$ cat config.mk
export PLATFORM = sky130hd
export DESIGN_NAME = cpu
export DESIGN_NICKNAME = d
export VERILOG_FILES = /design/src/hw/cpuTypes.sv /design/src/hw/cpu.sv /design/src/hw/datapath.sv /design/src/hw/control.sv /design/src/hw/alu.sv
export VERILOG_INCLUDE_DIRS = /design/src /design/src/hw
export SDC_FILE = /design/constraint.sdc
export NUM_CORES = 1
export LEC_CHECK = 0
export BUFFER_PORTS_ARGS = -buffer_cell sky130_fd_sc_hd__buf_2
export CAP_MARGIN = 10
export CORE_MARGIN = 3
export CORE_UTILIZATION = 64
export CTS_CLUSTER_DIAMETER = 80
export DETAILED_ROUTE_END_ITERATION = 16
export PLACE_DENSITY = 0.9
export RECOVER_POWER = 25
export SLEW_MARGIN = 0
export SYNTH_ARGS = -nofsm -noshare
export SYNTH_HDL_FRONTEND = slang
export SYNTH_HIERARCHICAL = 1
export SYNTH_SLANG_ARGS = --single-unit
$ cat constraint.sdc
create_clock -name Clock -period 6.25 [get_ports Clock]
set_clock_uncertainty 0.1 [all_clocks]
set_input_delay 0.3125 -clock Clock [delete_from_list [all_inputs] [get_ports Clock]]
set_output_delay 0.3125 -clock Clock [all_outputs]
set_load 0.01 [all_outputs]
$ cat src/hw/cpu_config.svh
// Core configuration: word size, register count, instruction field widths, NZCV bit positions
`ifndef CPU_CONFIG_SVH
`define CPU_CONFIG_SVH

`define DATA_WIDTH      16   // Registers, addresses and bus
`define NUM_REGS        8
`define OPCODE_WIDTH    5    // Instruction bits 15..11
`define REG_FIELD_WIDTH 3

// Status word bit positions
`define FLAG_N 3
`define FLAG_Z 2
`define FLAG_C 1
`define FLAG_V 0

`endif
$ cat src/hw/cpuTypes.sv
// Shared core types: opcodes, branch codes, ALU functions, selects, instruction and control word
`default_nettype none
`include "cpu_config.svh"

package cpuTypes;

   // LDW/STW are rd, ra with a 5-bit signed offset in bits 4..0
   typedef enum logic [`OPCODE_WIDTH-1:0] {
      OpAdd  = 5'h00, OpAddi = 5'h01, OpSub = 5'h02, OpSubi = 5'h03,
      OpAdc  = 5'h04, OpCmp  = 5'h05, OpAnd = 5'h06, OpOr   = 5'h07,
      OpXor  = 5'h08, OpNot  = 5'h09, OpLsl = 5'h0A, OpLsr  = 5'h0B,
      OpLui  = 5'h0C, OpLli  = 5'h0D, OpLdw = 5'h0E, OpStw  = 5'h0F,
      OpBranch = 5'h10
   } opcode_t;

   typedef enum logic [`REG_FIELD_WIDTH-1:0] {
      CondBr  = 3'd0, CondBe  = 3'd1, CondBne = 3'd2, CondBlt = 3'd3,
      CondBge = 3'd4, CondBwl = 3'd5, CondRet = 3'd6
   } branch_t;

   typedef enum logic [3:0] {
      AluPassA, AluAdd, AluAdc, AluSub, AluAnd, AluOr,
      AluXor, AluNot, AluLsl, AluLsr, AluLui, AluLli
   } aluFn_t;

   typedef enum logic {Op2Reg, Op2Imm} op2Sel_t;
   typedef enum logic {WdAlu, WdBus} wdSel_t;
   typedef enum logic [1:0] {PcInc, PcAlu, PcLr} pcSel_t;
   typedef enum logic {ImmLong, ImmShort} immSel_t;   // Signed imm8 or signed bits 4..0

   typedef struct packed {
      opcode_t                                                  opcode;
      logic [`REG_FIELD_WIDTH-1:0]                              rd;
      logic [`REG_FIELD_WIDTH-1:0]                              ra;
      logic [`REG_FIELD_WIDTH-1:0]                              rb;
      logic [`DATA_WIDTH-`OPCODE_WIDTH-3*`REG_FIELD_WIDTH-1:0] spare;
   } regForm_t;

   typedef struct packed {
      opcode_t                                               opcode;
      logic [`REG_FIELD_WIDTH-1:0]                           rd;   // Branch code for OpBranch
      logic [`DATA_WIDTH-`OPCODE_WIDTH-`REG_FIELD_WIDTH-1:0] imm;
   } immForm_t;

   typedef union packed {
      regForm_t regForm;
      immForm_t immForm;
   } instr_t;

   typedef struct packed {
      aluFn_t  aluFn;
      op2Sel_t op2Sel;
      immSel_t immSel;
      wdSel_t  wdSel;
      pcSel_t  pcSel;
      logic    regWe;
      logic    pcWe;
      logic    irWe;
      logic    lrWe;
      logic    aluWe;
      logic    addrOut;   // ALU latch onto the bus instead of PC
      logic    dataOut;   // Register rd onto the bus
      logic    rdAsA;     // Port A reads rd instead of ra
   } ctrl_t;

endpackage

`default_nettype wire

$ cat src/hw/cpu.sv
// Core top: controller and datapath on one multiplexed memory bus
`timescale 1ns/1ps
`default_nettype none
`include "cpu_config.svh"

module cpu (
   input  wire                   Clock,
   input  wire                   nReset,
   input  wire [`DATA_WIDTH-1:0] BusIn,
   output wire [`DATA_WIDTH-1:0] BusOut,
   output wire                   ALE,
   output wire                   nME,
   output wire                   nOE,
   output wire                   nWE
);

   import cpuTypes::*;

   ctrl_t      Ctrl;
   instr_t     Instr;
   logic [3:0] Flags;     // ALU flags before the status register
   logic       CarryIn;

   control controller (
      .Clock   (Clock),
      .nReset  (nReset),
      .Instr   (Instr),
      .Flags   (Flags),
      .Ctrl    (Ctrl),
      .CarryIn (CarryIn),
      .ALE     (ALE),
      .nME     (nME),
      .nOE     (nOE),
      .nWE     (nWE)
   );

   datapath dataPath (
      .Clock   (Clock),
      .nReset  (nReset),
      .Ctrl    (Ctrl),
      .CarryIn (CarryIn),
      .BusIn   (BusIn),
      .BusOut  (BusOut),
      .Instr   (Instr),
      .Flags   (Flags)
   );

endmodule

`default_nettype wire

$ cat src/hw/datapath.sv
// Datapath with instruction register, PC, LR, register file, operand muxes, ALU and bus output
`timescale 1ns/1ps
`default_nettype none
`include "cpu_config.svh"

module datapath (
   input  wire                    Clock,
   input  wire                    nReset,
   input  wire cpuTypes::ctrl_t   Ctrl,
   input  wire                    CarryIn,
   input  wire [`DATA_WIDTH-1:0]  BusIn,
   output logic [`DATA_WIDTH-1:0] BusOut,
   output cpuTypes::instr_t       Instr,
   output logic [3:0]             Flags
);

   import cpuTypes::*;

   logic [`DATA_WIDTH-1:0]      regFile [`NUM_REGS];
   logic [`DATA_WIDTH-1:0]      pc;
   logic [`DATA_WIDTH-1:0]      lr;
   logic [`DATA_WIDTH-1:0]      pcPlus1;
   logic [`DATA_WIDTH-1:0]      nextPc;
   logic [`DATA_WIDTH-1:0]      aluReg;
   logic [`DATA_WIDTH-1:0]      busLatch;
   logic [`DATA_WIDTH-1:0]      imm;
   logic [`DATA_WIDTH-1:0]      opA;
   logic [`DATA_WIDTH-1:0]      opB;
   logic [`DATA_WIDTH-1:0]      aluResult;
   logic [`DATA_WIDTH-1:0]      wrData;
   logic [`REG_FIELD_WIDTH-1:0] aIdx;

   assign pcPlus1 = pc + {{(`DATA_WIDTH-1){1'b0}}, 1'b1};
   assign aIdx = Ctrl.rdAsA ? Instr.regForm.rd : Instr.regForm.ra;

   always_comb begin
      if (Ctrl.immSel == ImmShort)
         imm = {{(`DATA_WIDTH-5){Instr.immForm.imm[4]}}, Instr.immForm.imm[4:0]};
      else
         imm = {{(`DATA_WIDTH-8){Instr.immForm.imm[7]}}, Instr.immForm.imm};
   end

   // Branch targets are formed from PC+1
   assign opA = (Ctrl.pcSel == PcAlu) ? pcPlus1 : regFile[aIdx];
   assign opB = (Ctrl.op2Sel == Op2Imm) ? imm : regFile[Instr.regForm.rb];

   alu aluUnit (
      .A       (opA),
      .B       (opB),
      .Fn      (Ctrl.aluFn),
      .CarryIn (CarryIn),
      .Result  (aluResult),
      .Flags   (Flags)
   );

   assign wrData = (Ctrl.wdSel == WdBus) ? busLatch : aluResult;

   always_comb begin
      case (Ctrl.pcSel)
         PcAlu:   nextPc = aluResult;
         PcLr:    nextPc = lr;
         default: nextPc = pcPlus1;
      endcase
   end

   always_comb begin
      if (Ctrl.addrOut)
         BusOut = aluReg;
      else if (Ctrl.dataOut)
         BusOut = regFile[Instr.regForm.rd];   // Store data
      else
         BusOut = pc;
   end

   always_ff @(posedge Clock) begin
      busLatch <= BusIn;   // Read data held for the cycle after the strobes
      if (Ctrl.aluWe)
         aluReg <= aluResult;
   end

   always_ff @(posedge Clock or negedge nReset) begin
      if (!nReset) begin
         pc <= '0;
         lr <= '0;
         Instr <= '0;
         for (int i = 0; i < `NUM_REGS; i++)
            regFile[i] <= '0;
      end else begin
         if (Ctrl.irWe)
            Instr <= instr_t'(busLatch);
         if (Ctrl.pcWe)
            pc <= nextPc;
         if (Ctrl.lrWe)
            lr <= pcPlus1;   // Return address
         if (Ctrl.regWe)
            regFile[Instr.regForm.rd] <= wrData;
      end
   end

endmodule

`default_nettype wire

$ cat src/hw/control.sv
// Controller: fetch/execute sequencer, NZCV status register, branch decisions and bus strobes
`timescale 1ns/1ps
`default_nettype none
`include "cpu_config.svh"

module control (
   input  wire                   Clock,
   input  wire                   nReset,
   input  wire cpuTypes::instr_t Instr,
   input  wire [3:0]             Flags,
   output cpuTypes::ctrl_t       Ctrl,
   output logic                  CarryIn,
   output logic                  ALE,
   output logic                  nME,
   output logic                  nOE,
   output logic                  nWE
);

   import cpuTypes::*;

   typedef enum logic {Fetch, Execute} phase_t;

   phase_t     phase;
   logic [2:0] cycle;
   logic       started;     // Low for the first cycle out of reset
   logic [3:0] statusReg;
   logic       statusWe;
   logic       taken;
   logic       memOp;
   opcode_t    opcode;
   branch_t    cond;

   assign opcode = Instr.regForm.opcode;
   assign cond = branch_t'(Instr.immForm.rd);
   assign memOp = (opcode == OpLdw) || (opcode == OpStw);
   assign CarryIn = statusReg[`FLAG_C];

   always_comb begin
      case (cond)
         CondBr, CondBwl: taken = 1'b1;
         CondBe:  taken = statusReg[`FLAG_Z];
         CondBne: taken = !statusReg[`FLAG_Z];
         CondBlt: taken = statusReg[`FLAG_N] ^ statusReg[`FLAG_V];
         CondBge: taken = !(statusReg[`FLAG_N] ^ statusReg[`FLAG_V]);
         default: taken = 1'b0;
      endcase
   end

   always_ff @(posedge Clock or negedge nReset) begin
      if (!nReset) begin
         started <= 1'b0;
         phase <= Fetch;
         cycle <= '0;
         statusReg <= '0;
      end else begin
         started <= 1'b1;
         if (statusWe)
            statusReg <= Flags;
         if (started) begin
            if (phase == Fetch) begin
               if (cycle == 3'd3) begin
                  phase <= Execute;
                  cycle <= '0;
               end else
                  cycle <= cycle + 3'd1;
            end else if ((cycle == 3'd0 && !memOp) || cycle == 3'd4) begin
               phase <= Fetch;
               cycle <= '0;
            end else
               cycle <= cycle + 3'd1;
         end
      end
   end

   always_comb begin
      Ctrl = '0;             // PASSA, register operand, ALU write data, PC+1
      statusWe = 1'b0;
      ALE = 1'b0;
      nME = 1'b1;
      nOE = 1'b1;
      nWE = 1'b1;
      case (opcode)
         OpAdd, OpAddi, OpLdw, OpStw, OpBranch: Ctrl.aluFn = AluAdd;
         OpSub, OpSubi, OpCmp: Ctrl.aluFn = AluSub;
         OpAdc: Ctrl.aluFn = AluAdc;
         OpAnd: Ctrl.aluFn = AluAnd;
         OpOr:  Ctrl.aluFn = AluOr;
         OpXor: Ctrl.aluFn = AluXor;
         OpNot: Ctrl.aluFn = AluNot;
         OpLsl: Ctrl.aluFn = AluLsl;
         OpLsr: Ctrl.aluFn = AluLsr;
         OpLui: Ctrl.aluFn = AluLui;
         OpLli: Ctrl.aluFn = AluLli;
         default: Ctrl.aluFn = AluPassA;
      endcase
      if (phase == Fetch) begin
         case (cycle)
            3'd0: ALE = started;   // PC on the bus
            3'd1, 3'd2: begin
               nME = 1'b0;
               nOE = 1'b0;
            end
            3'd3: Ctrl.irWe = 1'b1;
            default: ;
         endcase
      end else begin
         case (cycle)
            3'd0: begin
               Ctrl.pcWe = !memOp;
               case (opcode)
                  OpAdd, OpSub, OpAdc, OpAnd, OpOr, OpXor, OpNot: begin
                     Ctrl.regWe = 1'b1;
                     statusWe = 1'b1;
                  end
                  OpCmp: statusWe = 1'b1;
                  OpAddi, OpSubi, OpLsl, OpLsr: begin
                     Ctrl.op2Sel = Op2Imm;
                     Ctrl.rdAsA = 1'b1;
                     Ctrl.regWe = 1'b1;
                     statusWe = 1'b1;
                  end
                  OpLui, OpLli: begin
                     Ctrl.op2Sel = Op2Imm;
                     Ctrl.rdAsA = (opcode == OpLli);   // Keeps the high byte of rd
                     Ctrl.regWe = 1'b1;
                  end
                  OpLdw, OpStw: begin
                     Ctrl.op2Sel = Op2Imm;
                     Ctrl.immSel = ImmShort;
                     Ctrl.aluWe = 1'b1;   // Effective address
                  end
                  OpBranch: begin
                     Ctrl.op2Sel = Op2Imm;
                     if (cond == CondRet)
                        Ctrl.pcSel = PcLr;
                     else if (taken) begin
                        Ctrl.pcSel = PcAlu;
                        Ctrl.lrWe = (cond == CondBwl);
                     end
                  end
                  default: ;
               endcase
            end
            3'd1: begin
               ALE = 1'b1;
               Ctrl.addrOut = 1'b1;
            end
            3'd2, 3'd3: begin
               nME = 1'b0;
               nOE = (opcode != OpLdw);
               nWE = (opcode != OpStw);
               Ctrl.dataOut = (opcode == OpStw);
            end
            3'd4: begin
               Ctrl.pcWe = 1'b1;
               if (opcode == OpLdw) begin
                  Ctrl.wdSel = WdBus;
                  Ctrl.regWe = 1'b1;
               end
            end
            default: ;
         endcase
      end
   end

endmodule

`default_nettype wire

$ cat src/hw/alu.sv
// ALU: arithmetic, logic, shift and immediate-merge functions with NZCV flags
`timescale 1ns/1ps
`default_nettype none
`include "cpu_config.svh"

module alu (
   input  wire [`DATA_WIDTH-1:0]  A,
   input  wire [`DATA_WIDTH-1:0]  B,
   input  wire cpuTypes::aluFn_t  Fn,
   input  wire                    CarryIn,
   output logic [`DATA_WIDTH-1:0] Result,
   output logic [3:0]             Flags
);

   import cpuTypes::*;

   logic [`DATA_WIDTH:0]   sum;
   logic [`DATA_WIDTH-1:0] bOp;
   logic                   cIn;
   logic                   arith;

   always_comb begin
      arith = (Fn == AluAdd) || (Fn == AluAdc) || (Fn == AluSub);
      bOp = (Fn == AluSub) ? ~B : B;   // A + not B + 1
      if (Fn == AluSub)
         cIn = 1'b1;
      else if (Fn == AluAdc)
         cIn = CarryIn;
      else
         cIn = 1'b0;
      sum = {1'b0, A} + {1'b0, bOp} + {{`DATA_WIDTH{1'b0}}, cIn};

      case (Fn)
         AluAdd, AluAdc, AluSub: Result = sum[`DATA_WIDTH-1:0];
         AluAnd: Result = A & B;
         AluOr:  Result = A | B;
         AluXor: Result = A ^ B;
         AluNot: Result = ~A;
         AluLsl: Result = A << B[3:0];
         AluLsr: Result = A >> B[3:0];
         AluLui: Result = {B[7:0], 8'h00};
         AluLli: Result = {A[`DATA_WIDTH-1:8], B[7:0]};
         default: Result = A;
      endcase

      Flags[`FLAG_N] = Result[`DATA_WIDTH-1];
      Flags[`FLAG_Z] = (Result == '0);
      Flags[`FLAG_C] = arith & sum[`DATA_WIDTH];
      // Overflow when both inputs agree in sign and the result does not
      Flags[`FLAG_V] = arith & (A[`DATA_WIDTH-1] == bOp[`DATA_WIDTH-1])
                             & (Result[`DATA_WIDTH-1] != A[`DATA_WIDTH-1]);
   end

endmodule

`default_nettype wire

==> results.md <==
* Iter 0 DRT Violations at 2873
* Syn Nets at 1944
* TritonCTS Buffers at 24
* Hold Crit Class: input port to flop
* Die Area at 0.0279 mm^2
* DIE HEIGHT at 167 um
* Worst flop-to-flop path startpoint: controller/cycle[0]$_DFFE_PN0P_
* Drt pass-1 iters at 7
* Synthesized area at 0.0166 mm^2
* Post-route ant nets at 0
* Post-synth EDFFs at 16
* Initial antenna violation count at 3
* Endpoint class of the critical path: flop
* DRC Markers at 0
* Total gr overflow at 0
* Ys Warns at 6
* Port Buffers at 37
* Worst slew margin at -157%
* Vias in the first global route at 15600
* Req. time, crit path at 6500 ps
* RSZ-0062 raised after global routing: false
* Worst Hold Path EP: dataPath/busLatch[7]$_DFF_P_
* Max cap viols at 1
* Worst-Margin Slew at 3850 ps
* Post-CTS Setup Bufs at 0
* I/O pin cnt at 38
* Max Fclk at 165 MHz
* Violated checks: capacitance limit, slew limit
* Wirelength per Cell at 26.8 um
* Tot GR Track Use at 41.6%
* Area share of the largest cell type after synthesis at 27.9%
* Crit Path Category: flop to flop
* Fraction of registers with async set/reset at 85.3%
* Area growth, synth to finish at 9.79%
* Hold Fails Final Rpt at 0
* Sequential-to-total area share from yosys stat at 32.7%
* Core area at 0.0253 mm^2
* HPWL Detailed at 40800 um
* CTS tree: yes
* Std-Cell Rows at 58
* Post-Syn Instances at 1862
* Synth Register Bits at 217
* Commonest non-fill, non-tap cells in the layout: nand2_1, dfrtp_1, o21ai_0
* Crit-path max FO at 39
* Detailed Route WL at 59600 um
* Share of cells above drive strength 1 at 17.1%
* RR Endpoint: dataPath/regFile[9]$_DFFE_PN0P_
* Starting Density at 65.5%
* Crit path launch type: flop
* Top_reg_cell synth: dfrtp_1
* Hold depth at 2
* Syn Area/Cell at 8.91 um^2
* Htree depth at 1
* DR vias at 16400
* R2r setup slk at 180 ps
* Root buffer cell: clkbuf_16
* Most common cell after layout, fill and taps aside: nand2_1
* Die Width at 167 um
* Hold path start: BusIn[7]
* Tcrit/Tclk final at 97.1%
* Synth top area cells: dfrtp_1, mux4_2, nand2_1
* Largest area contributor in the netlist: dfrtp_1
* Net count, final at 1952
* Num Clock Sinks at 217
* Total negative slack at 0 ps
* Yosys cell types at 86
* Final worst path period need at 6070 ps
* GPL Wtd Cong at 1.05
* Clock transition at path regs at 70 ps
* First-pass GRT wire length at 91900 um
* Max Root-Sink Buffers at 3
* Worst r2r path cells at 19
* Largest net degree at the start of global routing at 69
* Clock Latency Late Sink at 530 ps
* Pins over their slew limit at 69
* Setup violators final at 0
* Vias per cell at 7.39
* Crit path DAT at 6320 ps
* Status: complete, but fails checks
==> critical path: stages (launching register included) <==
cell	delay, ps
dfrtp_1	400
inv_1	120
ha_1	320
nand3b_4	150
a211oi_2	250
buf_4	280
mux2i_4	380
buf_12	270
nand2_1	90
a32oi_1	230
nand4_1	270
nand2_1	450
ha_1	370
nand4_1	240
nor4bb_1	400
or2_2	200
xor2_1	200
o22ai_1	230
mux2i_1	680
o21ai_0	250
==> synth_stat cells, types with 20 or more instances <==
cell type	instances
nand2_1	272
nand4_1	27
o21ai_0	167
dfrtp_1	185
a221oi_1	21
o22ai_1	24
nand3_1	70
xnor2_1	28
mux2i_1	88
a32oi_1	20
inv_1	56
mux2_2	48
clkbuf_1	78
a22oi_1	23
ha_1	62
mux4_2	69
a21oi_1	122
buf_2	49
nor2_1	141
==> metrics by stage <==
stage                     setup slack, ps  util [%]  std cells  hold slack [ps]  area [um^2]
after floorplan                       603         -       1862            -83.1        16600
after global placement                479      68.0       2157              256        17200
after detailed placement              304      68.0       2157              259        17200
after CTS                             280      71.9       2218              286        18200
after global routing                 9.11      71.9       2219              314        18200
final                                 181      71.9       2220              313        18200
==> state kept, by name, indices dropped and copies added, names as in the netlist <==
signal and cells:
controller/started 1, controller/statusReg 4, controller/phase 1, dataPath/aluReg 16, dataPath/pc 16, controller/cycle 3
dataPath/Instr 16, dataPath/regFile 128, dataPath/lr 16, dataPath/busLatch 16
==> routing by layer <==
layer	wire length (um)	part of all wire [%]	track usage, %
met4	4820	8.1	25.3
met5	13	0.022	0
met3	7390	12	9.85
met1	20700	35	53.0
met2	26700	45	64.8
==> cell families (layout without fill, tap and decap cells) <==
kind of cell	Yosys count	after routing	share of synthesized area [%]
xor gates and xnor gates	43	43	2.27
muxes	211	211	18.5
other	1	3	0.0226
buffers and inverters	218	244	5.89
AOI/OAI and AO/OA	497	497	18.8
adders and majority gates	64	64	4.92
and+or+nand+nor	611	611	16.9
DFF	217	217	32.7
==> what timing repair did <==
item / in CTS / in global routing
endpoints found under the setup margin: 0 / 3
hold endpoints to repair: 82 / 0
gates resized for setup: 0 / 3
hold buffers: 17 / 0
==> final cells by class <==
cell class              count  area (um^2)
diodes                      2         5.00
clock buffers              35          724
repair buffers            138         1000
clock inverters             9          106
inverters                  62          233
multi-input cells        1427        10300
fillers                  1785         7110
well taps                 330          413
flip-flops and latches    217         5440
==> worst max path at each step <==
stage | from | endpoint | slack, ps
after floorplan | dataPath/Instr[13]$_DFFE_PN0P_ | controller/statusReg[2]$_DFFE_PN0P_ | 600
after global routing | controller/cycle[0]$_DFFE_PN0P_ | controller/statusReg[2]$_DFFE_PN0P_ | 9
after global placement | controller/cycle[0]$_DFFE_PN0P_ | controller/statusReg[2]$_DFFE_PN0P_ | 480
after detailed placement | controller/cycle[0]$_DFFE_PN0P_ | controller/statusReg[2]$_DFFE_PN0P_ | 300
after CTS | controller/cycle[0]$_DFFE_PN0P_ | controller/statusReg[2]$_DFFE_PN0P_ | 280
final | controller/cycle[0]$_DFFE_PN0P_ | dataPath/regFile[9]$_DFFE_PN0P_ | 180
Power is left out: the tool's default activity adds up to more than one toggle a clock period on the data nets, which glitch-free logic cannot reach.
